### config.mk
export PLATFORM = sky130hd
export DESIGN_NAME = hazardUnit
export DESIGN_NICKNAME = d
export VERILOG_FILES = /design/src/hw/mipsPkg.sv /design/src/hw/hazardUnit.sv
export SDC_FILE = /design/constraint.sdc
export NUM_CORES = 1
export LEC_CHECK = 0
export ABC_CLOCK_PERIOD_IN_PS = 2000
export BUFFER_PORTS_ARGS = -buffer_cell sky130_fd_sc_hd__buf_4
export CAP_MARGIN = 20
export CORE_AREA = 2 2 109 111
export DETAILED_ROUTE_END_ITERATION = 7
export DIE_AREA = 0 0 111 113
export PLACE_DENSITY = 0.47
export SLEW_MARGIN = 10
export SYNTH_ARGS = -nofsm -noshare
export SYNTH_HDL_FRONTEND = slang
export SYNTH_SLANG_ARGS = --single-unit
### constraint.sdc
create_clock -name vclk -period 2
set_input_delay 0.2 -clock vclk [all_inputs]
set_output_delay 0.2 -clock vclk [all_outputs]
set_load 0.01 [all_outputs]
### src/hw/mipsPkg.sv
package mipsPkg;

	typedef logic [31:0] wordT;
	typedef logic [4:0]  regAddrT;
	typedef logic [2:0]  aluOpT;
	typedef logic [1:0]  fwdSelT;

	// ALU codes
	localparam aluOpT aluAnd = 3'd0;
	localparam aluOpT aluOr  = 3'd1;
	localparam aluOpT aluAdd = 3'd2;
	localparam aluOpT aluSub = 3'd6;
	localparam aluOpT aluSlt = 3'd7;

	localparam fwdSelT fwdNone  = 2'd0; // Value read in decode
	localparam fwdSelT fwdExMem = 2'd1;
	localparam fwdSelT fwdMemWb = 2'd2;

	localparam int imemWords   = 64;
	localparam int dmemWords   = 64;
	localparam int memAddrBits = 6; // Word index from address bits 7:2

	localparam logic [5:0] opSpecial = 6'h00;
	localparam logic [5:0] opJ       = 6'h02;
	localparam logic [5:0] opBeq     = 6'h04;
	localparam logic [5:0] opBne     = 6'h05;
	localparam logic [5:0] opAddi    = 6'h08;
	localparam logic [5:0] opAddiu   = 6'h09;
	localparam logic [5:0] opOri     = 6'h0d;
	localparam logic [5:0] opLw      = 6'h23;
	localparam logic [5:0] opSw      = 6'h2b;

	localparam logic [5:0] fnAdd  = 6'h20;
	localparam logic [5:0] fnAddu = 6'h21;
	localparam logic [5:0] fnSub  = 6'h22;
	localparam logic [5:0] fnSubu = 6'h23;
	localparam logic [5:0] fnAnd  = 6'h24;
	localparam logic [5:0] fnOr   = 6'h25;
	localparam logic [5:0] fnSlt  = 6'h2a;

	typedef struct packed {
		logic  regWrite;
		logic  memRead;
		logic  memWrite;
		logic  memToReg;
		logic  aluSrcImm;
		logic  branchEq;
		logic  branchNe;
		aluOpT aluOp;
	} ctrlT;

	typedef struct packed {
		logic valid;
		wordT instr;
		wordT pcPlus4;
	} ifIdT;

	typedef struct packed {
		ctrlT    ctrl;
		wordT    pcPlus4;
		wordT    rsData;
		wordT    rtData;
		wordT    imm;
		regAddrT rs;
		regAddrT rt;
		regAddrT dest;
	} idExT;

	typedef struct packed {
		logic    regWrite;
		logic    memRead;
		logic    memWrite;
		logic    memToReg;
		wordT    aluResult;
		wordT    storeData;
		regAddrT dest;
	} exMemT;

	typedef struct packed {
		logic    regWrite;
		regAddrT dest;
		wordT    wData;
	} memWbT;

endpackage

### src/hw/hazardUnit.sv
`timescale 1ns/10ps

module hazardUnit import mipsPkg::*; (
	input  regAddrT rsId,
	input  regAddrT rtId,
	input  idExT    idEx,
	input  exMemT   exMem,
	input  memWbT   memWb,
	output logic    stall,
	output fwdSelT  fwdA,
	output fwdSelT  fwdB
);

	logic exMemHit;
	logic memWbHit;

	// Load in EX feeding the instruction in ID
	assign stall = idEx.ctrl.memRead && idEx.dest != '0
		&& (idEx.dest == rsId || idEx.dest == rtId);

	assign exMemHit = exMem.regWrite && !exMem.memRead && exMem.dest != '0;
	assign memWbHit = memWb.regWrite && memWb.dest != '0;

	// Newer stage wins
	always_comb begin
		fwdA = fwdNone;
		fwdB = fwdNone;
		if (exMemHit && exMem.dest == idEx.rs)
			fwdA = fwdExMem;
		else if (memWbHit && memWb.dest == idEx.rs)
			fwdA = fwdMemWb;
		if (exMemHit && exMem.dest == idEx.rt)
			fwdB = fwdExMem;
		else if (memWbHit && memWb.dest == idEx.rt)
			fwdB = fwdMemWb;
	end

endmodule

---- Word-level counts from Yosys, hierarchy flattened ----
Cells that the tools add are included.
cells by class
  equality and inequality tests ........... 6
  muxes and demuxes ....................... 4
  reduce and logical (&&, ||, !) cells .... 14
operators with widths
  operator             count
  5-bit equality test  6
  5-bit nonzero test   3
  1-bit logical AND    9
  2-bit two-way mux    4
  1-bit zero test      1
  1-bit logical OR     1
storage, ports and cells
  register bits after elaboration ......... 0
  input bits .............................. 274

---- Depth between registers and ports, before layout ----
  depth after elaboration ................. 5
  gate-level depth with buffers ........... 4
  mapped depth without buffers ............ 4

---- Worst setup path before layout ----
No wires, ideal clock.
  path type ............................... input port to output port
  from .................................... input port exMem[3] (netlist bit)
  to ...................................... output port fwdA[1]
  data arrival time ....................... 1.344 ns
  required time ........................... 1.800 ns
  path slack .............................. 0.456 ns
  stages on the path ...................... 4
  cells stage by stage .................... or4_1 o21ai_2 nor4_1 nor4_2
on the way
  cells in the longest elaborated chain, start to end .. 4
  elaborated cells between the ends (all ways) .. 5
  those cells by class .................... eq/ne (1); mux (1); reduce/logical (3)
ends and longest elaborated chain
  item                 line              text
  start: declaration   hazardUnit.sv:7   input exMemT exMem,
  5-bit nonzero test   hazardUnit.sv:21  assign exMemHit = exMem.regWrite && !exMem.memRead && exMem.dest != '0;
  1-bit logical AND    hazardUnit.sv:21
  1-bit logical AND *  hazardUnit.sv:28  if (exMemHit && exMem.dest == idEx.rs)
  2-bit two-way mux *  hazardUnit.sv:28
  end: declaration     hazardUnit.sv:10  output fwdSelT fwdA,
Every way passes the cells marked *; elsewhere a longest branch is shown, timed or not.

---- Final worst setup path ----
Same ends and word-level chain as after synthesis.

==> metrics.txt <==
# TYPE chip_impl_metric gauge
chip_impl_metric{name="required",unit="ns"} 1.80
chip_impl_metric{name="maxCapViolations",unit=""} 0
chip_impl_info{name="critical_path.cell_chain",value="buf_4 > or4_1 > o21ai_2 > nor4_1 > nor4_2 > buf_4"} 1
chip_impl_metric{name="antenna_found_initial",unit=""} 0
chip_impl_info{name="run_status",value="finished clean"} 1
chip_impl_info{name="critical-path-top-cell-by-count",value="buf_4"} 1
chip_impl_metric{name="layout.area.seq",unit="um2"} 0
chip_impl_metric{name="tightest_slew",unit="ns"} 0.496
chip_impl_metric{name="avgRoutedWirePerCell",unit="um"} 7.24
chip_impl_metric{name="synthesis.area",unit="um2"} 398
chip_impl_metric{name="grt_util_all_layers",unit=""} 0.0246
chip_impl_metric{name="finish.net_count",unit=""} 370
chip_impl_info{name="yosys.cell_count.top_type",value="xor2_1"} 1
chip_impl_metric{name="timing_max_transition_violations_final",unit=""} 0
chip_impl_metric{name="post_synth_net_total",unit=""} 324
chip_impl_metric{name="timing.final.crit_share",unit=""} 0.915
chip_impl_metric{name="worstPathArrival",unit="ns"} 1.63
chip_impl_metric{name="period_needed",unit="ns"} 1.83
chip_impl_metric{name="sequential_cell_total",unit=""} 0
chip_impl_metric{name="yosys.area.top_type_share",unit=""} 0.440
chip_impl_metric{name="number_of_setup_buffers_added_after_cts",unit=""} 0
chip_impl_metric{name="drt_pre_antenna_iters",unit=""} 4
chip_impl_metric{name="avgSynthCellArea",unit="um2"} 7.96
chip_impl_metric{name="initial_core_util",unit=""} 0.0353
chip_impl_info{name="min-delay-path-class",value="in2out"} 1
chip_impl_metric{name="drt-vias-per-instance",unit=""} 2.14
chip_impl_metric{name="io_pins",unit=""} 279
chip_impl_metric{name="final-setup-viol-count",unit=""} 0
chip_impl_metric{name="synth_sequential_area_ratio",unit=""} 0
chip_impl_info{name="worst-setup-path-type",value="in2out"} 1
chip_impl_metric{name="postSynthCellCount",unit=""} 50
chip_impl_metric{name="setup_total_negative_slack",unit="ns"} 0
chip_impl_metric{name="clock_buffers",unit=""} 0
chip_impl_info{name="post_synth_main_area_contributors",value="xor2_1 44%, xnor2_1 22%, or4_1 9.4%"} 1
chip_impl_metric{name="power_per_cell_area",unit="nW/um2"} 161
chip_impl_metric{name="grt_pass1_vias",unit=""} 514
chip_impl_metric{name="port_buffers",unit=""} 44
chip_impl_metric{name="n_fill_cell",unit=""} 1300
chip_impl_metric{name="floorplan.die_area",unit="um2"} 12500
chip_impl_metric{name="grt.overflow.total",unit=""} 0
chip_impl_metric{name="die_h",unit="um"} 113
chip_impl_metric{name="yosysUniqueCellTypes",unit=""} 12
chip_impl_metric{name="slew-limit-headroom",unit=""} 0.666
chip_impl_metric{name="floorplan.rows",unit=""} 39
chip_impl_metric{name="post-route-drc-count",unit=""} 0
chip_impl_metric{name="die_width",unit="um"} 111
chip_impl_metric{name="core_region_area",unit="um2"} 11300
chip_impl_metric{name="area_growth",unit="%"} 128
chip_impl_metric{name="power.leakage",unit="nW"} 0.340
chip_impl_metric{name="grt_max_degree",unit=""} 4
chip_impl_info{name="rsz0062_at_grt",value="false"} 1
chip_impl_metric{name="route.vias.total",unit=""} 508
chip_impl_metric{name="synth-warning-count",unit=""} 0
chip_impl_metric{name="first_iter_violations",unit=""} 13
chip_impl_metric{name="antenna_cells",unit=""} 0
chip_impl_metric{name="fmax",unit="MHz"} 546
chip_impl_info{name="most_frequent_cells_after_synthesis",value="20 x xor2_1, 10 x xnor2_1, 5 x or4_1"} 1
chip_impl_metric{name="place.gp.congestion",unit=""} 0.740
chip_impl_metric{name="cpPeakStageDelay",unit="ns"} 0.56
chip_impl_metric{name="power.ir.vdd_worst",unit="mV"} 0.0437
chip_impl_metric{name="total_power",unit="W"} 0.000146
chip_impl_metric{name="number_of_failing_hold_endpoints_at_the_final_stage",unit=""} 0
chip_impl_metric{name="drt_wl_total",unit="mm"} 1.72
chip_impl_info{name="cp_slowest_cell",value="or4_1"} 1
chip_impl_metric{name="route.antenna.remaining_nets",unit=""} 0
chip_impl_metric{name="final_layout_size_suffix_gt1_frac",unit=""} 0.500
chip_impl_metric{name="cts_hold_buffers_added",unit=""} 0
chip_impl_info{name="critPathCaptureType",value="output port"} 1
chip_impl_info{name="synth_area_leader_cell",value="xor2_1"} 1
chip_impl_metric{name="grt_pass1_wl",unit="mm"} 2.63
chip_impl_info{name="cp-start-kind",value="primary input"} 1
chip_impl_metric{name="cts_resized",unit=""} 0
chip_impl_metric{name="timing.critical_path.fanout_max",unit=""} 3
==> routing by layer <==
metal,vias to the layer above,part of all wire,global-route usage
met5,-,0,0
met4,0,0,0
met1,213,0.46,0.0343
li1,267,-,-
met3,0,0.064,0.00161
met2,28,0.48,0.0446
==> cells by family (layout without fill, tap and decap cells) <==
kind of cell              count (synthesis)  in the layout  synth area share
AOI/OAI and AO/OA                         4              4            0.0597
xor gates and xnor gates                 30             30             0.660
buffers and inverters                     0             44                 0
and+or+nand+nor                          16             16             0.280
==> layout by cell type, fill, tap and decap left out <==
cell / netlist / final
a21oi_1: 1 / 1
buf_4: 0 / 44
nand3_1: 4 / 4
nor2b_1: 1 / 1
nor3_1: 2 / 2
nor4_1: 2 / 2
nor4_2: 2 / 2
o21ai_0: 1 / 1
o21ai_1: 1 / 1
o21ai_2: 1 / 1
or4_1: 5 / 5
xnor2_1: 10 / 10
xor2_1: 20 / 20
==> worst max-delay path: cells and delay by family <==
family | cells | cell delay, ns
and+or+nand+nor | 3 | 0.97
buffers and inverters | 2 | 0.29
AOI/OAI and AO/OA | 1 | 0.16
==> final timing paths <==
kind  startpoint  endpoint  slack [ns]  cells past startpoint
max     exMem[3]   fwdA[1]        0.17                      6
min    idEx[151]     stall        0.76                      4
==> final cells by class <==
cell class / count / area [um2] / area share
multi-input combinational: 50 / 398 / 0.439
tap: 143 / 179 / 0.197
timing repair buffer: 44 / 330 / 0.364
==> power by group <==
| part | total, W | leakage (nW) | internal (W) | switching, W |
|---|---|---|---|---|
| clock network | 0 | 0 | 0 | 0 |
| registers | 0 | 0 | 0 | 0 |
| logic | 0.000146 | 0.340 | 0.0000871 | 0.0000590 |
==> stage by stage <==
step           hold WS [ns]    util  instances  worst slack, ns  cell area [um2]
6_report              0.756  0.0805        237            0.169              907
5_1_grt               0.781  0.0805        237           0.0934              907
4_1_cts               0.760  0.0805        237            0.177              907
3_5_place_dp          0.761  0.0805        237            0.170              907
3_3_place_gp          0.757  0.0805        237            0.169              907
2_1_floorplan         0.513       -         50            0.456              398
(Power assumes the default switching activity.)
