### config.mk
export PLATFORM = sky130hd
export DESIGN_NAME = fetchStage
export DESIGN_NICKNAME = d
export VERILOG_FILES = /design/src/hw/mipsPkg.sv /design/src/hw/fetchStage.sv
export SDC_FILE = /design/constraint.sdc
export NUM_CORES = 2
export LEC_CHECK = 0
export BUFFER_PORTS_ARGS = -buffer_cell sky130_fd_sc_hd__clkbuf_2
export CAP_MARGIN = 20
export CORE_MARGIN = 2
export CORE_UTILIZATION = 65
export CTS_BUF_LIST = sky130_fd_sc_hd__clkbuf_4 sky130_fd_sc_hd__clkbuf_8
export DETAILED_ROUTE_END_ITERATION = 8
export GPL_TIMING_DRIVEN = 0
export PLACE_DENSITY = 0.8
export SLEW_MARGIN = 20
export SYNTH_ARGS = -nofsm -noshare
export SYNTH_HDL_FRONTEND = slang
export SYNTH_SLANG_ARGS = --single-unit
export TNS_END_PERCENT = 50
### constraint.sdc
create_clock -name Clk -period 2.4 [get_ports Clk]
set_input_delay 0.24 -clock Clk [delete_from_list [all_inputs] [get_ports Clk]]
set_output_delay 0.24 -clock Clk [all_outputs]
set_load 0.02 [all_outputs]
### src/hw/mipsPkg.sv
package mipsPkg;

	typedef logic [31:0] wordT;
	typedef logic [4:0]  regAddrT;
	typedef logic [2:0]  aluOpT;
	typedef logic [1:0]  fwdSelT;

	// ALU codes
	localparam aluOpT aluAnd = 3'd0;
	localparam aluOpT aluOr  = 3'd1;
	localparam aluOpT aluAdd = 3'd2;
	localparam aluOpT aluSub = 3'd6;
	localparam aluOpT aluSlt = 3'd7;

	localparam fwdSelT fwdNone  = 2'd0; // Value read in decode
	localparam fwdSelT fwdExMem = 2'd1;
	localparam fwdSelT fwdMemWb = 2'd2;

	localparam int imemWords   = 64;
	localparam int dmemWords   = 64;
	localparam int memAddrBits = 6; // Word index from address bits 7:2

	localparam logic [5:0] opSpecial = 6'h00;
	localparam logic [5:0] opJ       = 6'h02;
	localparam logic [5:0] opBeq     = 6'h04;
	localparam logic [5:0] opBne     = 6'h05;
	localparam logic [5:0] opAddi    = 6'h08;
	localparam logic [5:0] opAddiu   = 6'h09;
	localparam logic [5:0] opOri     = 6'h0d;
	localparam logic [5:0] opLw      = 6'h23;
	localparam logic [5:0] opSw      = 6'h2b;

	localparam logic [5:0] fnAdd  = 6'h20;
	localparam logic [5:0] fnAddu = 6'h21;
	localparam logic [5:0] fnSub  = 6'h22;
	localparam logic [5:0] fnSubu = 6'h23;
	localparam logic [5:0] fnAnd  = 6'h24;
	localparam logic [5:0] fnOr   = 6'h25;
	localparam logic [5:0] fnSlt  = 6'h2a;

	typedef struct packed {
		logic  regWrite;
		logic  memRead;
		logic  memWrite;
		logic  memToReg;
		logic  aluSrcImm;
		logic  branchEq;
		logic  branchNe;
		aluOpT aluOp;
	} ctrlT;

	typedef struct packed {
		logic valid;
		wordT instr;
		wordT pcPlus4;
	} ifIdT;

	typedef struct packed {
		ctrlT    ctrl;
		wordT    pcPlus4;
		wordT    rsData;
		wordT    rtData;
		wordT    imm;
		regAddrT rs;
		regAddrT rt;
		regAddrT dest;
	} idExT;

	typedef struct packed {
		logic    regWrite;
		logic    memRead;
		logic    memWrite;
		logic    memToReg;
		wordT    aluResult;
		wordT    storeData;
		regAddrT dest;
	} exMemT;

	typedef struct packed {
		logic    regWrite;
		regAddrT dest;
		wordT    wData;
	} memWbT;

endpackage

### src/hw/fetchStage.sv
`timescale 1ns/10ps

module fetchStage import mipsPkg::*; (
	input  logic Clk,
	input  logic rstN,
	input  logic stall,
	input  logic branchTaken,
	input  wordT branchTarget,
	input  logic jumpTaken,
	input  wordT jumpTarget,
	input  logic imemWe,
	input  wordT imemAddr,
	input  wordT imemData,
	output ifIdT ifId
);

	wordT pc;
	wordT pcPlus4;
	wordT instr;
	wordT imem [imemWords];

	assign pcPlus4 = pc + 32'd4;
	assign instr   = imem[pc[memAddrBits+1:2]];

	// Load port, also works while held in reset
	always_ff @(posedge Clk) begin
		if (imemWe)
			imem[imemAddr[memAddrBits+1:2]] <= imemData;
	end

	always_ff @(posedge Clk or negedge rstN) begin
		if (!rstN)
			pc <= '0;
		else if (branchTaken)
			pc <= branchTarget; // Branch beats jump and stall
		else if (jumpTaken)
			pc <= jumpTarget;
		else if (!stall)
			pc <= pcPlus4;
	end

	always_ff @(posedge Clk or negedge rstN) begin
		if (!rstN) begin
			ifId <= '0;
		end else if (branchTaken || jumpTaken) begin
			ifId.valid <= 1'b0; // Squash wrong-path fetch
		end else if (!stall) begin
			ifId.valid   <= 1'b1;
			ifId.instr   <= instr;
			ifId.pcPlus4 <= pcPlus4;
		end
	end

endmodule

Word-level counts from Yosys, hierarchy flattened

Memories as Yosys holds them, arrays and structs flattened.
Index checks and enable logic that the tools add are counted.

Add/subtract/negate cells: 1
Multiply operators: 0
Divide/modulo/power cells: 0
Order comparisons: 0
Equal/unequal tests: 2
Shifts and indexed selects: 0
Mux-type cells: 7
Bitwise gates (word level): 2
Reductions and logical operators: 2

Operator list:

| kind                  | number |
|---|---|
| $mux 32               | 3 |
| $mux 65               | 1 |
| $add 32x3->32 const B | 1 |
| $mux 1                | 3 |
| $ne 3x1->1 const B    | 1 |
| $ne 2x1->1 const B    | 1 |
| $not 1->1             | 2 |
| $reduce_and 2->1      | 1 |
| $logic_or 1x1->1      | 1 |

Register bits after elaboration: 97
Bits in latches: 0
Memory bits (writable): 2,048
Bits in read-only memories: 0
Output and inout bits: 65
Memories: 1

Memories:

| name | depth | width | rd ports | clocked after memory_dff | wr ports | line             | text |
|---|---|---|---|---|---|---|---|
| imem | 64    | 32    | 1        | 0                        | 1        | fetchStage.sv:20 | `wordT imem [imemWords];` |

Logic depth before layout (Yosys ltp)

Depth after elaboration: 4
Depth in mapped cells: 9
Mapped depth without buffers: 6

Worst setup path after synthesis

OpenSTA, ideal clock, no wires.

Path type: input port to flip-flop
From: input port imemAddr[5]
To: memory imem[48][0] (netlist bit), enable pin
Setup time: 0.461 ns
Data arrival time: 2.944 ns
Setup slack: -1.005 ns
Cell stages on the path: 4
Path buffers: 1
Path through: clkbuf_1 > nor2b_1 > nand4b_1 > nor3_1

RTL lines:

| what        | line             | text |
|---|---|---|
| from (decl) | fetchStage.sv:12 | `input wordT imemAddr,` |
| to (decl)   | fetchStage.sv:20 |  |

Straight into the memory's write port.

Worst setup path after layout

From: register pc[2]
To: register ifId[40] (netlist bit)

Word-level cells in the longest chain between the ends: 1

Ends and longest elaborated chain:

| what                   | line             | text |
|---|---|---|
| from (decl)            | fetchStage.sv:17 | `wordT pc;` |
| from (signal assigned) | fetchStage.sv:35 | `pc <= branchTarget;` |
| from (signal assigned) | fetchStage.sv:37 | `pc <= jumpTarget;` |
| from (signal assigned) | fetchStage.sv:39 | `pc <= pcPlus4;` |
| $mem_v2 64x32          | n/a              |  |
| to (decl)              | fetchStage.sv:14 | `output ifIdT ifId` |

No other way between the ends.
A chain may end at the register's enable or synchronous reset.

==> impl_metrics.yaml <==
status:
  outcome: "complete, but fails checks"
  failed_checks: "hold timing, setup timing"
timing:
  slew_headroom: 0.194
  grt_setup_unrepaired: "true"
  layout_min_cycle_time_ps: 2890
  fmax_ghz: 0.346
  skew_ps: 91.3
  finalCritPeriodShare: 1.21
  finalHoldViolCount: 3
  worst_pin_slew_ps: 1210
  tns_ps: -21130
  holdWs_ps: -3.44
  setup_viol: 161
  setup_ws_ps: -492
  slew_viol_final: 0
global_routing:
  grt_max_degree: 65
  grt.total_usage: 0.398
  grt_pass1_vias: 47987
  grt_pass1_wl_um: 357000
  grt-ovfl-total: 0
  antenna_found_initial: 17
critical_path:
  path_class: "register to register"
  arrival_ps: 3790
  cpLargestDelayFamily: "multiplexers"
  crit_chain: "buf_12 -> buf_12 -> buf_8 -> mux4_2 -> mux2i_1 -> o22ai_1 -> a211oi_4 -> a21oi_1"
  path_buf_inv: 3
  cp_slowest_cell: "mux4_2"
  path_common_cell: "buf_12"
  crit_start: "pc[2]"
  timing.rr.start: "pc[2]"
  reg2reg_depth: 8
  cp-start-kind: "register"
  critical_path.max_stage_delay_ps: 670
  critical_path.endpoint_type: "register"
  cp_num_cells: 8
  crit_required_ps: 3300
  critPathMaxFanout: 10
detailed_routing:
  drc: 0
  routed_wl_um: 269000
  wl_per_cell_um: 40.8
  num_vias: 48840
  vias_per_cell: 7.41
  drtIter0Drc: 9506
  firstDrtPassIters: 8
  final_antenna_net_count: 0
synth:
  synthSimpleGateAreaFrac: 0.0233
  yosys_warnings: 0
  ys.flop_type: "edfxtp_1"
  synth_top_area_frac: 0.741
  synth_common_cells: "edfxtp_1 (2,048), mux4_2 (459), mux2i_1 (195), nor2_1 (157), o22ai_1 (128)"
  avgSynthCellArea_um2: 21.1
  synth_most_common_cell: "edfxtp_1"
  synth_compound_area_frac: 0.0312
  ys_types: 64
  synth_seq_area_share: 0.770
  syn_area_um2: 83000
  synth_fa_ha_area_frac: 0.000151
  synth_nets: 4063
  synthMuxAreaShare: 0.155
  synth_area_leader_cell: "edfxtp_1"
  synthCells: 3928
  synthTopCellsByArea: "edfxtp_1 (74%), mux4_2 (12%), dfrtp_1 (2.9%)"
  synthArstFlopShare: 0.0452
  synth_top_family_by_area: "multiplexers"
  synth_edf_count: 2048
  synth-xor-area-share: 0.00306
  yosys_register_bits: 2145
power_and_ir_drop:
  pwr-share-clk: 0.364
  comb_power_share: 0.144
  switchingPower_uw: 23100
  vdd_drop_max_v: 0.000712
  power_density_nw_per_um2: 850
  p_int_uw: 62200
  swShare: 0.271
  p_leak_uw: 0.0324
  p_seq_frac: 0.492
placement:
  gp_congestion: 0.952
  dp_hpwl_um: 151000
  numPortBuffers: 166
die:
  placementRows: 131
  dieWidth_um: 361
  initial_utilization: 0.652
  dieArea_um2: 131000
  die_h_um: 361
  coreArea_um2: 127000
  pin_count: 199
clocking:
  clock_path_buffers: 4
  clock-sinks: 2145
  clock-root-buffer: "clkbuf_8"
  cts_buffers: 337
  clock_latency_ps: 1090
  clk_pin_slew_ps: 70
  htree_levels: 5
  cts_tree: "done"
cells_and_area:
  ff_latch_area_um2: 63900
  post_route_cells_drive_above_1_share: 0.378
  final_util: 0.789
  layout.nets: 4821
  syn2layout_area_growth_pct: 20.9
  fillers: 5540
  multiInputGateArea_um2: 20700
min_path:
  hold_path.startpoint: "imemData[28]"
  hp-class: "input port to register"
  hold_depth: 1
run:
  cap_violations: 0
[metrics by stage]
step           cells  worst slack, ps  hold slack (ps)  total power, uW  instance area [um^2]
6_report        6590             -492            -3.44            85300                100000
5_1_grt         6585             -440             13.5            86400                100000
4_1_cts         6556             -216             5.05            82800                 99500
3_5_place_dp    5854            -1510              232            51800                 88800
3_3_place_gp    5756            -2210              459            51400                 85900
2_1_floorplan   3928             -337            -55.6            47700                 83000
[layout make-up]
type | instances | area share
clock buffer | 461 | 0.0563
tap | 1662 | 0.0207
sequential | 2145 | 0.637
multi-input combinational | 1538 | 0.206
antenna | 7 | 0.000175
timing repair buffer | 427 | 0.0493
buffer | 222 | 0.0228
clock inverter | 113 | 0.00688
inverter | 15 | 0.000561
[power groups by stage]
stage          Sequential (uW)  Combinational, uW  Clock, uW
6_report                 42000              12300      31000
5_1_grt                  42000              12400      32100
4_1_cts                  41900              11000      29800
3_5_place_dp             42700               9110          0
3_3_place_gp             42700               8660          0
2_1_floorplan            42900               4780          0
[cell families after synthesis]
group,count (synthesis)
AOI/OAI and AO/OA,399
DFF,2145
muxes,705
and+or+nand+nor,404
xor gates and xnor gates,29
adders and majority gates,1
buffers and inverters,245
[layout by cell type, fill, tap and decap left out, types with 10 or more instances in the layout]
cell type,count
a211oi_4,25
a21oi_1,82
clkbuf_1,45
dfrtp_1,93
edfxtp_1,2048
mux2i_2,33
a2111oi_2,16
mux2_2,51
a211oi_1,35
mux2i_4,67
clkinv_2,31
nor2b_1,36
clkbuf_8,351
mux2i_1,95
nand4_1,10
o21ai_0,38
buf_16,70
nand2_1,91
clkinv_1,64
nor2_1,95
clkbuf_4,158
o22ai_4,26
mux4_2,459
nand3_1,19
xor2_1,14
o22ai_2,42
buf_6,35
nor4_4,19
xnor2_1,14
clkbuf_2,156
o22ai_1,60
buf_8,24
buf_4,62
a211oi_2,15
inv_1,14
nor2_4,62
buf_12,75
buf_2,14
nor3_1,12
dlygate4sd3_1,115
[final timing paths]
path	slack, ps	end
setup reg to reg	-490	ifId[40]
setup / recovery	-490	ifId[40]
max in group asynchronous	1750	pc[5]
min in group asynchronous	280	ifId[22]
hold / removal	-3	imem[13][28]
hold reg to reg	480	ifId[0]
[sequential cells by signal (all words and copies together) (netlist names)]
signal  count
ifId       65
pc         32
imem     2048
[per-layer routing]
metal | share of wire | GRT usage
met5 | 0.00026 | 0
met4 | 0.091 | 0.266
met3 | 0.15 | 0.130
met2 | 0.46 | 0.612
met1 | 0.30 | 0.488
[timing repair]
item | 4_1_cts | 5_1_grt
setup buffers | 16 | 28
gates cloned | 3 | 0
hold buffers | 112 | 4
endpoints found under the hold margin | 1383 | 256
gates resized for setup | 614 | 116
endpoints found under the setup margin | 62 | 48
pin swaps | 43 | 40
(Power assumes the default switching activity.)
