$ cat config.mk
export PLATFORM = sky130hd
export DESIGN_NAME = executeStage
export DESIGN_NICKNAME = d
export VERILOG_FILES = /design/src/hw/mipsPkg.sv /design/src/hw/alu.sv /design/src/hw/executeStage.sv
export SDC_FILE = /design/constraint.sdc
export NUM_CORES = 1
export LEC_CHECK = 0
export ABC_CLOCK_PERIOD_IN_PS = 12710
export BUFFER_PORTS_ARGS = -buffer_cell sky130_fd_sc_hd__clkbuf_2
export CORE_MARGIN = 5
export CORE_UTILIZATION = 57
export DETAILED_ROUTE_END_ITERATION = 10
export PLACE_DENSITY = 0.95
export SYNTH_ARGS = -nofsm -noshare
export SYNTH_HDL_FRONTEND = slang
export SYNTH_SLANG_ARGS = --single-unit
$ cat constraint.sdc
create_clock -name Clk -period 12.71 [get_ports Clk]
set_input_delay 0.6355 -clock Clk [delete_from_list [all_inputs] [get_ports Clk]]
set_output_delay 0.6355 -clock Clk [all_outputs]
set_load 0.02 [all_outputs]
$ cat src/hw/mipsPkg.sv
package mipsPkg;

	typedef logic [31:0] wordT;
	typedef logic [4:0]  regAddrT;
	typedef logic [2:0]  aluOpT;
	typedef logic [1:0]  fwdSelT;

	// ALU codes
	localparam aluOpT aluAnd = 3'd0;
	localparam aluOpT aluOr  = 3'd1;
	localparam aluOpT aluAdd = 3'd2;
	localparam aluOpT aluSub = 3'd6;
	localparam aluOpT aluSlt = 3'd7;

	localparam fwdSelT fwdNone  = 2'd0; // Value read in decode
	localparam fwdSelT fwdExMem = 2'd1;
	localparam fwdSelT fwdMemWb = 2'd2;

	localparam int imemWords   = 64;
	localparam int dmemWords   = 64;
	localparam int memAddrBits = 6; // Word index from address bits 7:2

	localparam logic [5:0] opSpecial = 6'h00;
	localparam logic [5:0] opJ       = 6'h02;
	localparam logic [5:0] opBeq     = 6'h04;
	localparam logic [5:0] opBne     = 6'h05;
	localparam logic [5:0] opAddi    = 6'h08;
	localparam logic [5:0] opAddiu   = 6'h09;
	localparam logic [5:0] opOri     = 6'h0d;
	localparam logic [5:0] opLw      = 6'h23;
	localparam logic [5:0] opSw      = 6'h2b;

	localparam logic [5:0] fnAdd  = 6'h20;
	localparam logic [5:0] fnAddu = 6'h21;
	localparam logic [5:0] fnSub  = 6'h22;
	localparam logic [5:0] fnSubu = 6'h23;
	localparam logic [5:0] fnAnd  = 6'h24;
	localparam logic [5:0] fnOr   = 6'h25;
	localparam logic [5:0] fnSlt  = 6'h2a;

	typedef struct packed {
		logic  regWrite;
		logic  memRead;
		logic  memWrite;
		logic  memToReg;
		logic  aluSrcImm;
		logic  branchEq;
		logic  branchNe;
		aluOpT aluOp;
	} ctrlT;

	typedef struct packed {
		logic valid;
		wordT instr;
		wordT pcPlus4;
	} ifIdT;

	typedef struct packed {
		ctrlT    ctrl;
		wordT    pcPlus4;
		wordT    rsData;
		wordT    rtData;
		wordT    imm;
		regAddrT rs;
		regAddrT rt;
		regAddrT dest;
	} idExT;

	typedef struct packed {
		logic    regWrite;
		logic    memRead;
		logic    memWrite;
		logic    memToReg;
		wordT    aluResult;
		wordT    storeData;
		regAddrT dest;
	} exMemT;

	typedef struct packed {
		logic    regWrite;
		regAddrT dest;
		wordT    wData;
	} memWbT;

endpackage

$ cat src/hw/alu.sv
`timescale 1ns/10ps

module alu import mipsPkg::*; (
	input  aluOpT op,
	input  wordT  a,
	input  wordT  b,
	output wordT  result,
	output logic  zero
);

	always_comb begin
		case (op)
			aluAdd:  result = a + b;
			aluSub:  result = a - b;
			aluAnd:  result = a & b;
			aluOr:   result = a | b;
			aluSlt:  result = {31'd0, $signed(a) < $signed(b)};
			default: result = '0;
		endcase
	end

	assign zero = (result == '0); // Used by BEQ/BNE after a subtract

endmodule

$ cat src/hw/executeStage.sv
`timescale 1ns/10ps

module executeStage import mipsPkg::*; (
	input  logic   Clk,
	input  logic   rstN,
	input  idExT   idEx,
	input  fwdSelT fwdA,
	input  fwdSelT fwdB,
	input  wordT   exMemFwd,
	input  wordT   wbFwd,
	output exMemT  exMem,
	output logic   branchTaken,
	output wordT   branchTarget
);

	wordT opA;
	wordT opB;
	wordT aluB;
	wordT aluResult;
	logic zero;

	always_comb begin
		case (fwdA)
			fwdExMem: opA = exMemFwd;
			fwdMemWb: opA = wbFwd;
			default:  opA = idEx.rsData;
		endcase
		case (fwdB)
			fwdExMem: opB = exMemFwd;
			fwdMemWb: opB = wbFwd;
			default:  opB = idEx.rtData;
		endcase
	end

	assign aluB = idEx.ctrl.aluSrcImm ? idEx.imm : opB;

	alu alu_inst (
		.op     (idEx.ctrl.aluOp),
		.a      (opA),
		.b      (aluB),
		.result (aluResult),
		.zero   (zero)
	);

	assign branchTaken  = (idEx.ctrl.branchEq & zero) | (idEx.ctrl.branchNe & ~zero);
	assign branchTarget = idEx.pcPlus4 + {idEx.imm[29:0], 2'b00};

	always_ff @(posedge Clk or negedge rstN) begin
		if (!rstN) begin
			exMem <= '0;
		end else begin
			exMem.regWrite  <= idEx.ctrl.regWrite;
			exMem.memRead   <= idEx.ctrl.memRead;
			exMem.memWrite  <= idEx.ctrl.memWrite;
			exMem.memToReg  <= idEx.ctrl.memToReg;
			exMem.aluResult <= aluResult;
			exMem.storeData <= opB; // Forwarded rt
			exMem.dest      <= idEx.dest;
		end
	end

endmodule

# == Word level (Yosys, flattened, before mapping) ==
# Index checks and enable logic that the tools add are counted.
# word_totals
output_inout_bits,106
input_bits,223
reg_bits,73
elab_cells,31
# classes
n_lt_le_gt_ge,1
bitwise,6
muxes,4
reduce_logical,2
eq_ne,8
n_addsub,3
# ops
operator,count
32-bit one-hot mux with 5 select lines,1
32-bit one-hot mux with 2 select lines,2
32-bit adder,2
32-bit AND,1
32-bit logical NOT,1
32-bit < comparator,1
32-bit two-way mux,1
32-bit OR,1
32-bit subtractor,1
"3-bit == test, second input constant",2
"2-bit by 1-bit == test with 1-bit output, second input constant",2
"2-bit == test, second input constant",2
"3-bit by 1-bit == test with 1-bit output, second input constant",1
"3-bit by 2-bit == test with 1-bit output, second input constant",1
3-bit logical NOT,1
1-bit AND,2
1-bit inverter,1
1-bit OR,1

# == Depth between registers and ports, before layout ==
# depth
depth_word,9
ltp_mapped,21
ltp_nobuf,21

# == Modules after synthesis ==
# From an unflattened synthesis, not the netlist that was laid out.
# unflattened
cells_unflattened,1370
area_unflattened_um2,10393.7
# by_module_without_submodules
module,area_each_um2,cells_per_inst,n_inst
alu,5277.6,799,1
executeStage,5116.2,571,1

# == Worst setup path after synthesis ==
# Ideal clock, no wire load.
# synth_timing
path_type,in2out
from,in fwdB[0]
to,out branchTaken
path_slack_ns,6.906
required_ns,12.075
path_buffers,2
arrival_ns,5.168
stages,21
path_cell_list,inv_1 ha_1 clkbuf_1 buf_1 a21oi_1 o21ai_0 ha_1 inv_1 fa_1 nand2b_1 a2111oi_2 o21ai_1 a21oi_1 o21bai_1 o41ai_1 mux2i_1 xnor2_1 o21ai_1 or4b_4 nor2_1 mux2_1
# synth_between
elab_chain_cells,9
word_cells_on_any_way,15
classes_between,add/sub: 2; order compare: 1; eq/ne: 2; mux: 3; bitwise: 6; reduce/logical: 1
# synth_rtl
element,line_no,source
start: declaration,executeStage.sv:8,"input fwdSelT fwdB,"
2-bit == test / 2-bit by 1-bit == test with 1-bit output (equally long branches),executeStage.sv:28,case (fwdB)
32-bit one-hot mux with 2 select lines (*),executeStage.sv:28,
32-bit two-way mux (*),executeStage.sv:35,assign aluB = idEx.ctrl.aluSrcImm ? idEx.imm : opB;
"32-bit subtractor, or another cell as far along",alu.sv:14,aluSub: result = a - b;
32-bit one-hot mux with 5 select lines (*),alu.sv:12,case (op)
net aluResult[30],executeStage.sv:19,wordT aluResult;
32-bit logical NOT (*),alu.sv:22,assign zero = (result == '0);
1-bit inverter,executeStage.sv:45,assign branchTaken = (idEx.ctrl.branchEq & zero) | (idEx.ctrl.branchNe & ~zero);
1-bit AND,executeStage.sv:45,
1-bit OR (*),executeStage.sv:45,
end: declaration,executeStage.sv:12,"output logic branchTaken,"
# Mark *: on every way through the listed nets, which the timed path passes. The rest lies on a longest branch.

# == Worst setup path after layout ==
# Ends and elaborated chain as after synthesis.

==> summary.txt <==
Run status
  • Outcome: finished clean

Clock tree
  • Clock H-tree levels: 3
  • TritonCTS clock tree: built
  • Post-CTS setup repair buffer count: 0
  • Reg clk slew, reported paths: 0.08 ns
  • Root Driver: clkbuf_16
  • CTS max path bufs: 2
  • Clk sinks: 73
  • CTS Hold Buffers Added: 0
  • Cts repair resizes: 0
  • CTS Buf Count: 9

Worst setup path
  • Crit path launch type: input port
  • CP Class: in -> out
  • Critical-path cell list: clkbuf_2 > inv_1 > ha_2 > a22oi_1 > nor2_1 > a21oi_1 > o21ai_0 > ha_1 > inv_1 > fa_1 > nand2b_1 > a2111oi_2 > o21ai_1 > a21oi_1 > o21bai_1 > o41ai_1 > mux2i_1 > xnor2_1 > o21ai_1 > or4b_4 > nor2_1 > mux2_1 > clkbuf_2
  • Setup crit end kind: output port
  • Worst Path Max Fanout: 32
  • Slowest cell on the critical path: ha_2
  • Worst EP arrival: between 6 and 7 ns
  • Top cell family by delay on the critical path: compound AO/OA/AOI/OAI gates
  • Worst path required time: around 12 ns
  • Critical path's largest stage delay: roughly 0.7 ns
  • Buf+Inv Stages, Crit Path: 4

Synthesis
  • Syn. warnings: 0
  • Cell Area, Synth: slightly above 0.01 sq mm
  • Yosys reg bits: between 70 and 80
  • Syn Area/Cell: about 7.2 sq um
  • Synth area leader: dfrtp_1
  • Async SR Flop Fraction: 100.0%
  • Synth cell types: between 80 and 90
  • Syn_nets: 1764
  • Top cell type's share of synthesized area: 18.07%
  • Synth area leaders: dfrtp_1 18%, ha_1 16%, a21oi_1 6.1%
  • Post-Synthesis Cells: around 1400
  • Register area share after synthesis: between 10% and 20%
  • Top FF cell, synth: dfrtp_1
  • Post-synth EDFFs: 0

GRT
  • Pin count of the biggest net entering global routing: between 70 and 80
  • Gr usage total: between 30 and 40%
  • Global-route wire length before repair: 60440 um
  • Initial antenna violation count: 4
  • Vias in the first global route: 11512
  • Grt ovf: 0

Timing
  • Final hold vios: 0
  • Final period utilization: a little under three fifths
  • Slew @ Worst Pin: between 0.9 and 1 ns
  • Unrepaired setup endpoints after global routing: no
  • Final Setup Violations: 0
  • Setup Total Neg Slack: 0 ns
  • Slew Limit Fails: 0
  • Fmax: roughly 140 MHz
  • Period minus WS final: between 7 and 8 ns
  • Hold Slack: 0.3719 ns
  • Relative slew margins: a little over a third

Floorplan
  • DIE AREA: 0.02050 sq mm
  • Initial Util: a little under 60%
  • # rows: 48
  • Total core area: ~0.017 sq mm
  • Height of the chip: about 140 um
  • Die X: 143.2 um
  • I/O pins: ~330

Layout
  • Footprint of the multi-input gates: roughly 0.0074 sq mm
  • Final Util: between 60 and 70%
  • Largest regs: exMem (73)
  • Most flop-heavy register: exMem
  • Reg area: about 0.0018 sq mm
  • Layout area overhead: 18.75%
  • Final net count: between 2000 and 2500
  • Fillers: ~1500
  • Layout cells sized above 1: about 22%
  • Max reg flops: 73

Placement
  • Port bufs: between 300 and 400
  • Routability cong.: 1.063
  • Hpwl dp: between 30000 and 40000 um

Detailed routing
  • Vias: about 12000
  • Drt first pass iters: 6
  • Initial DRC Count: ~1600
  • # DRC: 0
  • Antenna Nets Post-Route: 0
  • DR WL/cell: between 20 and 25 um
  • Avg Vias per Cell: between 6 and 7
  • Drt total wl: ~39000 um

Power
  • Leak Pwr: 6.103 nW
  • Comb power frac: roughly 59%
  • Part of the power in registers: between 20% and 30%
  • Switching Fraction: 48.65%
  • Power Dens Cells: 107.1 mW/mm^2
  • P_sw: roughly 0.63 mW
  • Clock power frac: between 20 and 25%
  • Worst vdd rail ir drop: around 0.076 mV
  • P_int: about 0.66 mW

Min path
  • Worst hold path type: in -> reg

Job
  • Max_cap viols: 0
synth_stat cells (9+ instances only):
master / number
nand4_1: 17
a31oi_1: 16
nor2_1: 115
a211oi_1: 24
o21bai_1: 15
o21ai_1: 12
o21ai_0: 123
a21o_1: 26
xnor2_1: 36
nand2_1: 138
nand3_1: 23
a22oi_1: 66
dfrtp_1: 73
o21a_1: 11
inv_1: 149
nand2b_1: 13
o211ai_1: 10
clkbuf_1: 67
o22ai_1: 13
nor3_1: 17
nor4_1: 13
nor2b_1: 12
or3_1: 9
a21oi_1: 123
o31ai_1: 14
ha_1: 129
stage by stage:
stage / setup WS [ns] / instance area, sq um / total power [mW] / std cells
finish: 5.478 / 12000 / 1.286 / 1896
global route: 5.216 / 12000 / 1.359 / 1896
CTS: 5.621 / 11990 / 1.263 / 1892
detailed placement: 5.657 / 11710 / 1.004 / 1876
global placement: 5.726 / 11710 / 0.9881 / 1876
floorplan: 6.906 / 10110 / 0.7836 / 1409
power groups by stage:
| stage | registers (mW) | logic, mW | clock network [mW] |
|---|---|---|---|
| 2_1_floorplan | 0.317 | 0.466 | 0 |
| 3_3_place_gp | 0.276 | 0.712 | 0 |
| 3_5_place_dp | 0.276 | 0.727 | 0 |
| 4_1_cts | 0.272 | 0.733 | 0.258 |
| 5_1_grt | 0.275 | 0.815 | 0.269 |
| 6_report | 0.272 | 0.754 | 0.260 |
layer usage:
layer / vias up / wire (um) / track usage (%)
met5: - / 0 / 0
met4: 0 / 1654 / 15.01
met3: 156 / 5713 / 11.52
met2: 923 / 17370 / 57.12
met1: 5569 / 14640 / 48.10
li1: 5574 / - / -
cell families after synthesis:
group | share of synthesized area [%]
adder cells (fa/ha/maj) | 16.56
buffers and inverters | 8.838
AO/OA/AOI/OAI | 34.46
flip-flops | 18.07
multiplexers | 0.7055
AND/OR/NAND/NOR | 17.55
XOR/XNOR | 3.812
path summary, 6_finish.rpt:
path / start / endpoint / slack, ns / depth (start not counted)
setup / recovery: fwdB[0] / branchTaken / 5.48 / 23
max in group asynchronous: rstN / exMem[9] / 11.68 / 1
hold / removal: idEx[2] / exMem[2] / 0.37 / 1
min in group asynchronous: rstN / exMem[2] / 0.41 / 1
final cells by class:
cell class,count,share of cell area [%]
multi-input cells,1104,61.59
flip-flops and latches,73,15.22
repair buffers,323,13.68
inverters,151,4.722
well taps,225,2.345
clock buffers,9,1.876
clock inverters,7,0.4899
diodes,4,0.08339
layout by cell type (no fill, tap or decap), types with 9 or more instances in the layout:
cell and count:
nand3_1 23, o31ai_1 14, a21oi_1 123, inv_1 149, o211ai_1 10, nor3_1 17
nand4_1 17, o21a_1 11, nor2b_1 12, nor2_1 115, xnor2_1 36, a31oi_1 16
clkbuf_2 313, a211oi_1 24, dfrtp_1 73, o21ai_1 12, nand2b_1 13, clkbuf_16 9
ha_1 127, a22oi_1 66, nor4_1 13, o21ai_0 123, or3_1 9, a21o_1 26
nand2_1 138, o21bai_1 15, buf_4 10, o22ai_1 13
Power figures use the tool's default switching activity.
