==> src/hw/mipsPkg.sv <==
package mipsPkg;

	typedef logic [31:0] wordT;
	typedef logic [4:0]  regAddrT;
	typedef logic [2:0]  aluOpT;
	typedef logic [1:0]  fwdSelT;

	// ALU codes
	localparam aluOpT aluAnd = 3'd0;
	localparam aluOpT aluOr  = 3'd1;
	localparam aluOpT aluAdd = 3'd2;
	localparam aluOpT aluSub = 3'd6;
	localparam aluOpT aluSlt = 3'd7;

	localparam fwdSelT fwdNone  = 2'd0; // Value read in decode
	localparam fwdSelT fwdExMem = 2'd1;
	localparam fwdSelT fwdMemWb = 2'd2;

	localparam int imemWords   = 64;
	localparam int dmemWords   = 64;
	localparam int memAddrBits = 6; // Word index from address bits 7:2

	localparam logic [5:0] opSpecial = 6'h00;
	localparam logic [5:0] opJ       = 6'h02;
	localparam logic [5:0] opBeq     = 6'h04;
	localparam logic [5:0] opBne     = 6'h05;
	localparam logic [5:0] opAddi    = 6'h08;
	localparam logic [5:0] opAddiu   = 6'h09;
	localparam logic [5:0] opOri     = 6'h0d;
	localparam logic [5:0] opLw      = 6'h23;
	localparam logic [5:0] opSw      = 6'h2b;

	localparam logic [5:0] fnAdd  = 6'h20;
	localparam logic [5:0] fnAddu = 6'h21;
	localparam logic [5:0] fnSub  = 6'h22;
	localparam logic [5:0] fnSubu = 6'h23;
	localparam logic [5:0] fnAnd  = 6'h24;
	localparam logic [5:0] fnOr   = 6'h25;
	localparam logic [5:0] fnSlt  = 6'h2a;

	typedef struct packed {
		logic  regWrite;
		logic  memRead;
		logic  memWrite;
		logic  memToReg;
		logic  aluSrcImm;
		logic  branchEq;
		logic  branchNe;
		aluOpT aluOp;
	} ctrlT;

	typedef struct packed {
		logic valid;
		wordT instr;
		wordT pcPlus4;
	} ifIdT;

	typedef struct packed {
		ctrlT    ctrl;
		wordT    pcPlus4;
		wordT    rsData;
		wordT    rtData;
		wordT    imm;
		regAddrT rs;
		regAddrT rt;
		regAddrT dest;
	} idExT;

	typedef struct packed {
		logic    regWrite;
		logic    memRead;
		logic    memWrite;
		logic    memToReg;
		wordT    aluResult;
		wordT    storeData;
		regAddrT dest;
	} exMemT;

	typedef struct packed {
		logic    regWrite;
		regAddrT dest;
		wordT    wData;
	} memWbT;

endpackage

==> src/hw/registerFile.sv <==
`timescale 1ns/10ps

module registerFile import mipsPkg::*; (
	input  logic    Clk,
	input  logic    rstN,
	input  regAddrT rs,
	input  regAddrT rt,
	input  logic    we,
	input  regAddrT wAddr,
	input  wordT    wData,
	output wordT    rsData,
	output wordT    rtData
);

	wordT regs [32];

	always_ff @(posedge Clk or negedge rstN) begin
		if (!rstN) begin
			for (int i = 0; i < 32; i++)
				regs[i] <= '0;
		end else if (we && wAddr != '0) begin
			regs[wAddr] <= wData;
		end
	end

	// Write-through so WB and ID can share a cycle
	assign rsData = (rs == '0) ? '0 : (we && wAddr == rs) ? wData : regs[rs];
	assign rtData = (rt == '0) ? '0 : (we && wAddr == rt) ? wData : regs[rt];

endmodule

==> src/hw/decodeStage.sv <==
`timescale 1ns/10ps

module decodeStage import mipsPkg::*; (
	input  logic    Clk,
	input  logic    rstN,
	input  ifIdT    ifId,
	input  logic    stall,
	input  logic    branchTaken,
	input  memWbT   memWb,
	output idExT    idEx,
	output logic    jumpTaken,
	output wordT    jumpTarget,
	output regAddrT rs,
	output regAddrT rt
);

	logic [5:0] opcode;
	logic [5:0] funct;
	regAddrT    rd;
	ctrlT       ctrl;
	logic       rType;
	wordT       imm;
	wordT       rsData;
	wordT       rtData;

	assign opcode = ifId.instr[31:26];
	assign funct  = ifId.instr[5:0];
	assign rs     = ifId.instr[25:21];
	assign rt     = ifId.instr[20:16];
	assign rd     = ifId.instr[15:11];
	assign rType  = (opcode == opSpecial);

	// ORI zero-extends, everything else sign-extends
	assign imm = (opcode == opOri) ? {16'h0000, ifId.instr[15:0]}
		: {{16{ifId.instr[15]}}, ifId.instr[15:0]};

	assign jumpTaken  = ifId.valid && (opcode == opJ);
	assign jumpTarget = {ifId.pcPlus4[31:28], ifId.instr[25:0], 2'b00};

	registerFile registerFile_inst (
		.Clk    (Clk),
		.rstN   (rstN),
		.rs     (rs),
		.rt     (rt),
		.we     (memWb.regWrite),
		.wAddr  (memWb.dest),
		.wData  (memWb.wData),
		.rsData (rsData),
		.rtData (rtData)
	);

	always_comb begin
		ctrl = '0;
		if (ifId.valid) begin
			case (opcode)
				opSpecial: begin
					ctrl.regWrite = 1'b1;
					case (funct)
						fnAdd, fnAddu: ctrl.aluOp = aluAdd;
						fnSub, fnSubu: ctrl.aluOp = aluSub;
						fnAnd:         ctrl.aluOp = aluAnd;
						fnOr:          ctrl.aluOp = aluOr;
						fnSlt:         ctrl.aluOp = aluSlt;
						default:       ctrl = '0; // Unknown function
					endcase
				end
				opAddi, opAddiu: begin
					ctrl.regWrite  = 1'b1;
					ctrl.aluSrcImm = 1'b1;
					ctrl.aluOp     = aluAdd;
				end
				opOri: begin
					ctrl.regWrite  = 1'b1;
					ctrl.aluSrcImm = 1'b1;
					ctrl.aluOp     = aluOr;
				end
				opLw: begin
					ctrl.regWrite  = 1'b1;
					ctrl.memRead   = 1'b1;
					ctrl.memToReg  = 1'b1;
					ctrl.aluSrcImm = 1'b1;
					ctrl.aluOp     = aluAdd;
				end
				opSw: begin
					ctrl.memWrite  = 1'b1;
					ctrl.aluSrcImm = 1'b1;
					ctrl.aluOp     = aluAdd;
				end
				opBeq: begin
					ctrl.branchEq = 1'b1;
					ctrl.aluOp    = aluSub;
				end
				opBne: begin
					ctrl.branchNe = 1'b1;
					ctrl.aluOp    = aluSub;
				end
				default: ctrl = '0; // J has no work past decode
			endcase
		end
	end

	always_ff @(posedge Clk or negedge rstN) begin
		if (!rstN) begin
			idEx <= '0;
		end else begin
			idEx.ctrl    <= (stall || branchTaken) ? '0 : ctrl; // Bubble
			idEx.pcPlus4 <= ifId.pcPlus4;
			idEx.rsData  <= rsData;
			idEx.rtData  <= rtData;
			idEx.imm     <= imm;
			idEx.rs      <= rs;
			idEx.rt      <= rt;
			idEx.dest    <= rType ? rd : rt;
		end
	end

endmodule

==> config.mk <==
export PLATFORM = sky130hd
export DESIGN_NAME = decodeStage
export DESIGN_NICKNAME = d
export VERILOG_FILES = /design/src/hw/mipsPkg.sv /design/src/hw/registerFile.sv /design/src/hw/decodeStage.sv
export SDC_FILE = /design/constraint.sdc
export NUM_CORES = 2
export LEC_CHECK = 0
export BUFFER_PORTS_ARGS = -buffer_cell sky130_fd_sc_hd__buf_2
export CAP_MARGIN = 20
export CORE_MARGIN = 2
export CORE_UTILIZATION = 35
export DETAILED_ROUTE_END_ITERATION = 6
export GPL_TIMING_DRIVEN = 0
export PLACE_DENSITY_LB_ADDON = 0.3
export SYNTH_ARGS = -nofsm -noshare
export SYNTH_HDL_FRONTEND = slang
export SYNTH_SLANG_ARGS = --single-unit
==> constraint.sdc <==
create_clock -name Clk -period 3.7 [get_ports Clk]
set_input_delay 0.37 -clock Clk [delete_from_list [all_inputs] [get_ports Clk]]
set_output_delay 0.37 -clock Clk [all_outputs]
set_load 0.01 [all_outputs]
# Word-level counts from Yosys, hierarchy flattened
# Index checks and enable logic that the tools add are counted.
[totals] reg_bits=1177 wordCells=115 ram_bits=0 memories=0 rom_bits=0 latchBits=0
[op_classes] muxes=27 add_sub_neg=0 mul=0 magnitude_cmp=4 bitwise=3 n_reduce_logical=17 n_div=0 n_eq_ne=17 shift=0
[ops] cell="$bwmux 1024" count=1
[ops] cell="$bmux 32 s5" count=2
[ops] cell="$mux 32" count=10
[ops] cell="$demux 32 s5" count=1
[ops] cell="$eq 6x6->1 const B" count=9
[ops] cell="$pmux 3 s4" count=2
[ops] cell="$mux 10" count=2
[ops] cell="$eq 6x4->1 const B" count=3
[ops] cell="$ge 6x6->1 const B" count=3
[ops] cell="$not 5->6" count=3
[ops] cell="$pmux 1 s2" count=7
[ops] cell="$eq 6x3->1 const B" count=2
[ops] cell="$eq 5x5->1" count=2
[ops] cell="$logic_not 5->1" count=2
[ops] cell="$reduce_or 4->1" count=2
[ops] cell="$mux 7" count=1
[ops] cell="$reduce_or 7->1" count=1
[ops] cell="$eq 6x2->1 const B" count=1
[ops] cell="$logic_not 6->1" count=1
[ops] cell="$lt 6x1->1 const B" count=1
[ops] cell="$reduce_or 2->1" count=3
[ops] cell="$logic_and 1x1->1" count=5
[ops] cell="$mux 5" count=1
[ops] cell="$reduce_bool 5->1" count=1
[ops] cell="other kinds (2)" count=2

# Logic depth before layout (Yosys ltp)
[logic_depth] word_depth=6 mapped_depth=9 mapped_depth_nobuf=5

# By module
# Synthesis repeated with hierarchy kept, for this count alone.
[unflattened] hier_cells=4029 hier_area_um2=59060.4
[by_module_without_submodules] module="registerFile" cells_each=3786 area_per_inst_um2=54828.8 seq_area_each_um2=25624.6 n_inst=1
[by_module_without_submodules] module="decodeStage" cells_each=243 area_per_inst_um2=4231.6 seq_area_each_um2=3428.3 n_inst=1

# Worst setup path before layout
# No wires, ideal clock.
[synth_timing] path_type="input to register" from="input ifId[53] in the netlist's numbering" to="register idEx[104] in the netlist's numbering" setup_time_ns=0.122 arrival_time_ns=2.003 path_buffers=3 path_slack_ns=1.575 t_required_ns=3.578 stages=7 cell_sequence="buf_2 -> clkbuf_1 -> buf_2 -> mux4_2 -> o22ai_1 -> nor2_1 -> a32o_1"
[synth_between] elab_chain_cells=6 word_cells_on_any_way=9 classes_between="1 x eq/ne; 5 x mux; 1 x bitwise; 2 x reduce/logical"
[synth_rtl] element="start: declaration" line_no="decodeStage.sv:6" text="input ifIdT ifId,"
[synth_rtl] element="$not 5->6 (not written as such)" line_no="registerFile.sv:27" text="assign rsData = (rs == '0) ? '0 : (we && wAddr == rs) ? wData : regs[rs];"
[synth_rtl] element="$bmux 32 s5" line_no="registerFile.sv:27"
[synth_rtl] element="$mux 32 (not written as such) (2 in series)" line_no="registerFile.sv:27"
[synth_rtl] element="$mux 32" line_no="registerFile.sv:27"
[synth_rtl] element="$mux 32 (*)" line_no="registerFile.sv:27"
[synth_rtl] element="named net registerFile_inst.rsData[25]" line_no="registerFile.sv:11" text="output wordT rsData,"
[synth_rtl] element="end: declaration" line_no="decodeStage.sv:10" text="output idExT idEx,"
# Mark *: on every way through the listed nets, which the timed path passes. The rest lies on a longest branch. The select of a mux whose other input is x is not followed.
# A chain may end at the register's enable or synchronous reset.

# Worst setup path after layout
[layout_timing] from="input ifId[48] in the netlist's numbering" to="register idEx[77] in the netlist's numbering"
[layout_between] elab_chain_cells=6 word_cells_on_any_way=9 classes_between="1 x eq/ne; 5 x mux; 1 x bitwise; 2 x reduce/logical"
[layout_rtl] element="$not 5->6 (not written as such)" line_no="registerFile.sv:28" text="assign rtData = (rt == '0) ? '0 : (we && wAddr == rt) ? wData : regs[rt];"
[layout_rtl] element="$bmux 32 s5" line_no="registerFile.sv:28"
[layout_rtl] element="$mux 32 (not written as such) (2 in series)" line_no="registerFile.sv:28"
[layout_rtl] element="$mux 32" line_no="registerFile.sv:28"
[layout_rtl] element="$mux 32 (*)" line_no="registerFile.sv:28"
[layout_rtl] element="named net registerFile_inst.rtData[30]" line_no="registerFile.sv:12" text="output wordT rtData"
# Marked as above.

==> flow_summary.yaml <==
status:
  run_status: "finished with violations"
  failed_checks: "negative setup slack"
layout:
  area_added_between_synthesis_and_finish_pct: 18.9
  n_fill_cell: 15300
  final_cell_area_um2: 69600
  post-route-util_pct: 41.7
  drive_gt1_share_pct: 50.6
  final_net_count: 4588
die:
  top_level_ports: 303
  initial_utilization_pct: 35.1
  rows: 150
  die_width_um: 413
  overall_die_height_um: 413
  die_area_um2: 170000
  core_region_area_um2: 167000
grt:
  largest_net_degree_at_the_start_of_global_routing: 159
  overflow_left_after_global_routing: 0
  grt_pass1_vias: 41000
  antenna_violations_before_repair: 22
  grt_util_all_layers_pct: 27.8
  grt_first_pass_wirelength_mm: 327
worst_setup_path:
  worstPathMaxFanout: 10
  cp_top_family: "buffers and inverters"
  critPathRequiredTime_ps: 4300
  slowest_stage: "clkbuf_1"
  wp_data_arrival_ps: 4450
  cp_common_cell: "buf_6"
  cp_cell_sequence: "dlygate4sd3_1 > buf_2 > buf_6 > buf_6 > buf_4 > nor3_1 > nand2_1 > clkbuf_1 > buf_8 > o21ai_0 > a21oi_1"
  cp-end-kind: "flip-flop"
  r2r_cells: 5
  critical_path.max_stage_delay_ps: 650
  critPathBufInv: 7
  worst_setup_path_start_kind: "primary input"
  reg2reg_from: "registerFile_inst.regs[159]$_DFFE_PN0P_"
  critPathKind: "in2reg"
  regToRegEndpoint: "idEx[78]$_DFF_PN0_"
  regToRegSetupSlack_ps: 1370
synthesis:
  syn_inst: 3885
  yosysWarnings: 0
  post_synth_instance_area_um2: 58500
  postSynthRegisterBits: 1161
  post-synth-top-area-fraction_pct: 49.7
  synth-edff-count: 0
  synth.lib_cells_used.distinct: 58
  async_set_or_reset_flop_fraction_in_the_synthesized_netlist_pct: 100
  synthMostInstantiatedCell: "dfrtp_1"
  synth.area.top_cells: "dfrtp_1 50%, mux2_2 20%, mux4_2 18%, o22ai_1 1.8%, clkbuf_1 1.5%"
  synthFlopType: "dfrtp_1"
  ys_top_cells_by_count: "1161 x dfrtp_1, 1044 x mux2_2, 458 x mux4_2, 227 x clkbuf_1, 165 x o22ai_1"
  netlist.top_cell.by_area: "dfrtp_1"
  syn_avg_cell_area_um2: 15.1
  synth.yosys.seq_area_share_pct: 49.7
timing:
  hold_slack_ps: 109
  transition_at_the_pin_with_the_smallest_max_transition_slack_ps: 1300
  period_needed_ps: 3850
  hold_viol_final: 0
  final_max_slew_viol_count: 0
  fmax_mhz: 260
  number_of_endpoints_failing_setup_at_the_final_stage: 4
  fin_ws_ps: -152
  relSlewSlack_pct: 13.6
  rsz_0062_raised_after_global_routing: "false"
  fin_crit_sh_pct: 104
  finalClockSkew_ps: 30.9
power_and_ir_drop:
  clockPowerShare_pct: 37.2
  post-layout-total-power_w: 0.0385
  power_per_cell_area_nw_per_um2: 554
  share_comb_of_total_power_pct: 19.7
  power.switching_fraction_pct: 28.7
  p_seq_share_pct: 43.1
  p_leak_nw: 30.2
  power_switching_w: 0.0111
  internal_power_w: 0.0275
  power.ir.vdd_worst_mv: 0.508
worst_hold_path:
  worst_hold_path_depth: 4
  hold_path_class: "in2reg"
  worstHoldStart: "branchTaken"
  endpoint_worst_hold: "idEx[151]$_DFF_PN0_"
route:
  drt_wl_total_mm: 240
  route.detailed.drc: 0
  drtIter0Drc: 5276
  antenna_left: 0
  routedWlPerCell_um: 35.2
  vias: 41600
  drt-vias-per-instance: 6.12
  drtPass1Iterations: 7
placement:
  portBuffers: 294
  globalplace.congestion: 0.981
  dpl_worst_slack_ps: -676
  dpl-instance-area_um2: 63600
  detailedPlacementHpwl_mm: 164
clocking:
  clock_tree_from_tritoncts: "built"
  clock_tree.buffer_depth: 3
  numCtsBuffers: 137
  total_of_cells_resized_after_clock_tree_synthesis: 0
  cts.sinks: 1161
  ctsHoldBuffers: 102
  cts.reportedPaths.clkPinSlew_ps: 60
  clock-root-buffer: "clkbuf_16"
  cts.htree.levels: 4
  postCtsSetupBuffers: 0
  clkLatencyLatePin_ps: 810
job:
  max_cap_viol_count: 0
[through the flow]
stage,setup TNS [ps],instances
floorplan,0,3886
global placement,-,6384
detailed placement,-2250,6434
CTS,0,6788
global route,0,6798
finish,-258,6805
[power by group through the flow]
stage / combinational, W / sequential [W] / clock, W
global placement: 0.00719 / 0.0166 / 0
global route: 0.00798 / 0.0168 / 0.0150
detailed placement: 0.00739 / 0.0167 / 0
CTS: 0.00750 / 0.0165 / 0.0145
floorplan: 0.00506 / 0.0163 / 0
finish: 0.00760 / 0.0166 / 0.0143
[cell type report]
type / instances / area [um2] / area share [%]
clock inverter: 64 / 753 / 1.08
antenna: 7 / 17.5 / 0.0252
sequential: 1161 / 29100 / 41.8
timing repair buffer: 456 / 3570 / 5.13
tap: 2204 / 2760 / 3.96
inverter: 5 / 18.8 / 0.0270
clock buffer: 188 / 3960 / 5.69
multi-input combinational: 2237 / 27000 / 38.9
buffer: 483 / 2410 / 3.47
[per-layer routing]
metal	share of wire [%]	wire, um	up-vias	GRT usage (%)
li1	-	-	16100	-
met5	0.092	221	-	0.367
met1	38	91500	22100	34.8
met3	12	29100	697	11.6
met4	6.3	15100	18	14.8
met2	43	104000	2693	40.9
[sequential cells by signal, indices dropped and copies added (netlist names)]
| register | cells |
|---|---|
| registerFile_inst.regs | 1024 |
| idEx | 137 |
[kinds of logic (layout without fill, tap and decap cells)]
kind of cell,count (synthesis),in the layout,share of synthesized area [%]
and+or+nand+nor,255,255,2.00
xor gates and xnor gates,10,10,0.150
muxes,1585,1585,39.2
AOI/OAI and AO/OA,385,385,4.88
other,1,9,0.00641
buffers and inverters,488,1196,4.14
DFF,1161,1161,49.7
[worst min-delay path, stage by stage]
cell,delay [ps]
buf_2,110
nor2_1,50
nand2_1,230
nor4_1,90
[placed cells by master, fill, tap and decap left out, types with 48 or more instances in the layout]
cell type	instances
a22oi_1	55
buf_1	56
buf_2	399
buf_4	76
buf_8	48
clkbuf_1	244
clkbuf_16	141
dfrtp_1	1161
dlygate4sd3_1	102
mux2_2	1044
mux2i_1	81
mux4_2	458
nand2_1	51
nor2_1	125
o22ai_1	165
[how the worst max path moves through the flow]
stage	depth (start not counted)	from	slack [ps]	endpoint
final	11	ifId[48]	-150	idEx[77]$_DFF_PN0_
after global routing	11	ifId[48]	30	idEx[77]$_DFF_PN0_
after CTS	11	ifId[48]	170	idEx[77]$_DFF_PN0_
after detailed placement	8	ifId[49]	-680	idEx[78]$_DFF_PN0_
after global placement	1	rstN	-24310	idEx[101]$_DFF_PN0_
after floorplan	7	ifId[53]	1580	idEx[104]$_DFF_PN0_
Note: power is estimated with default switching activity, not from simulation.
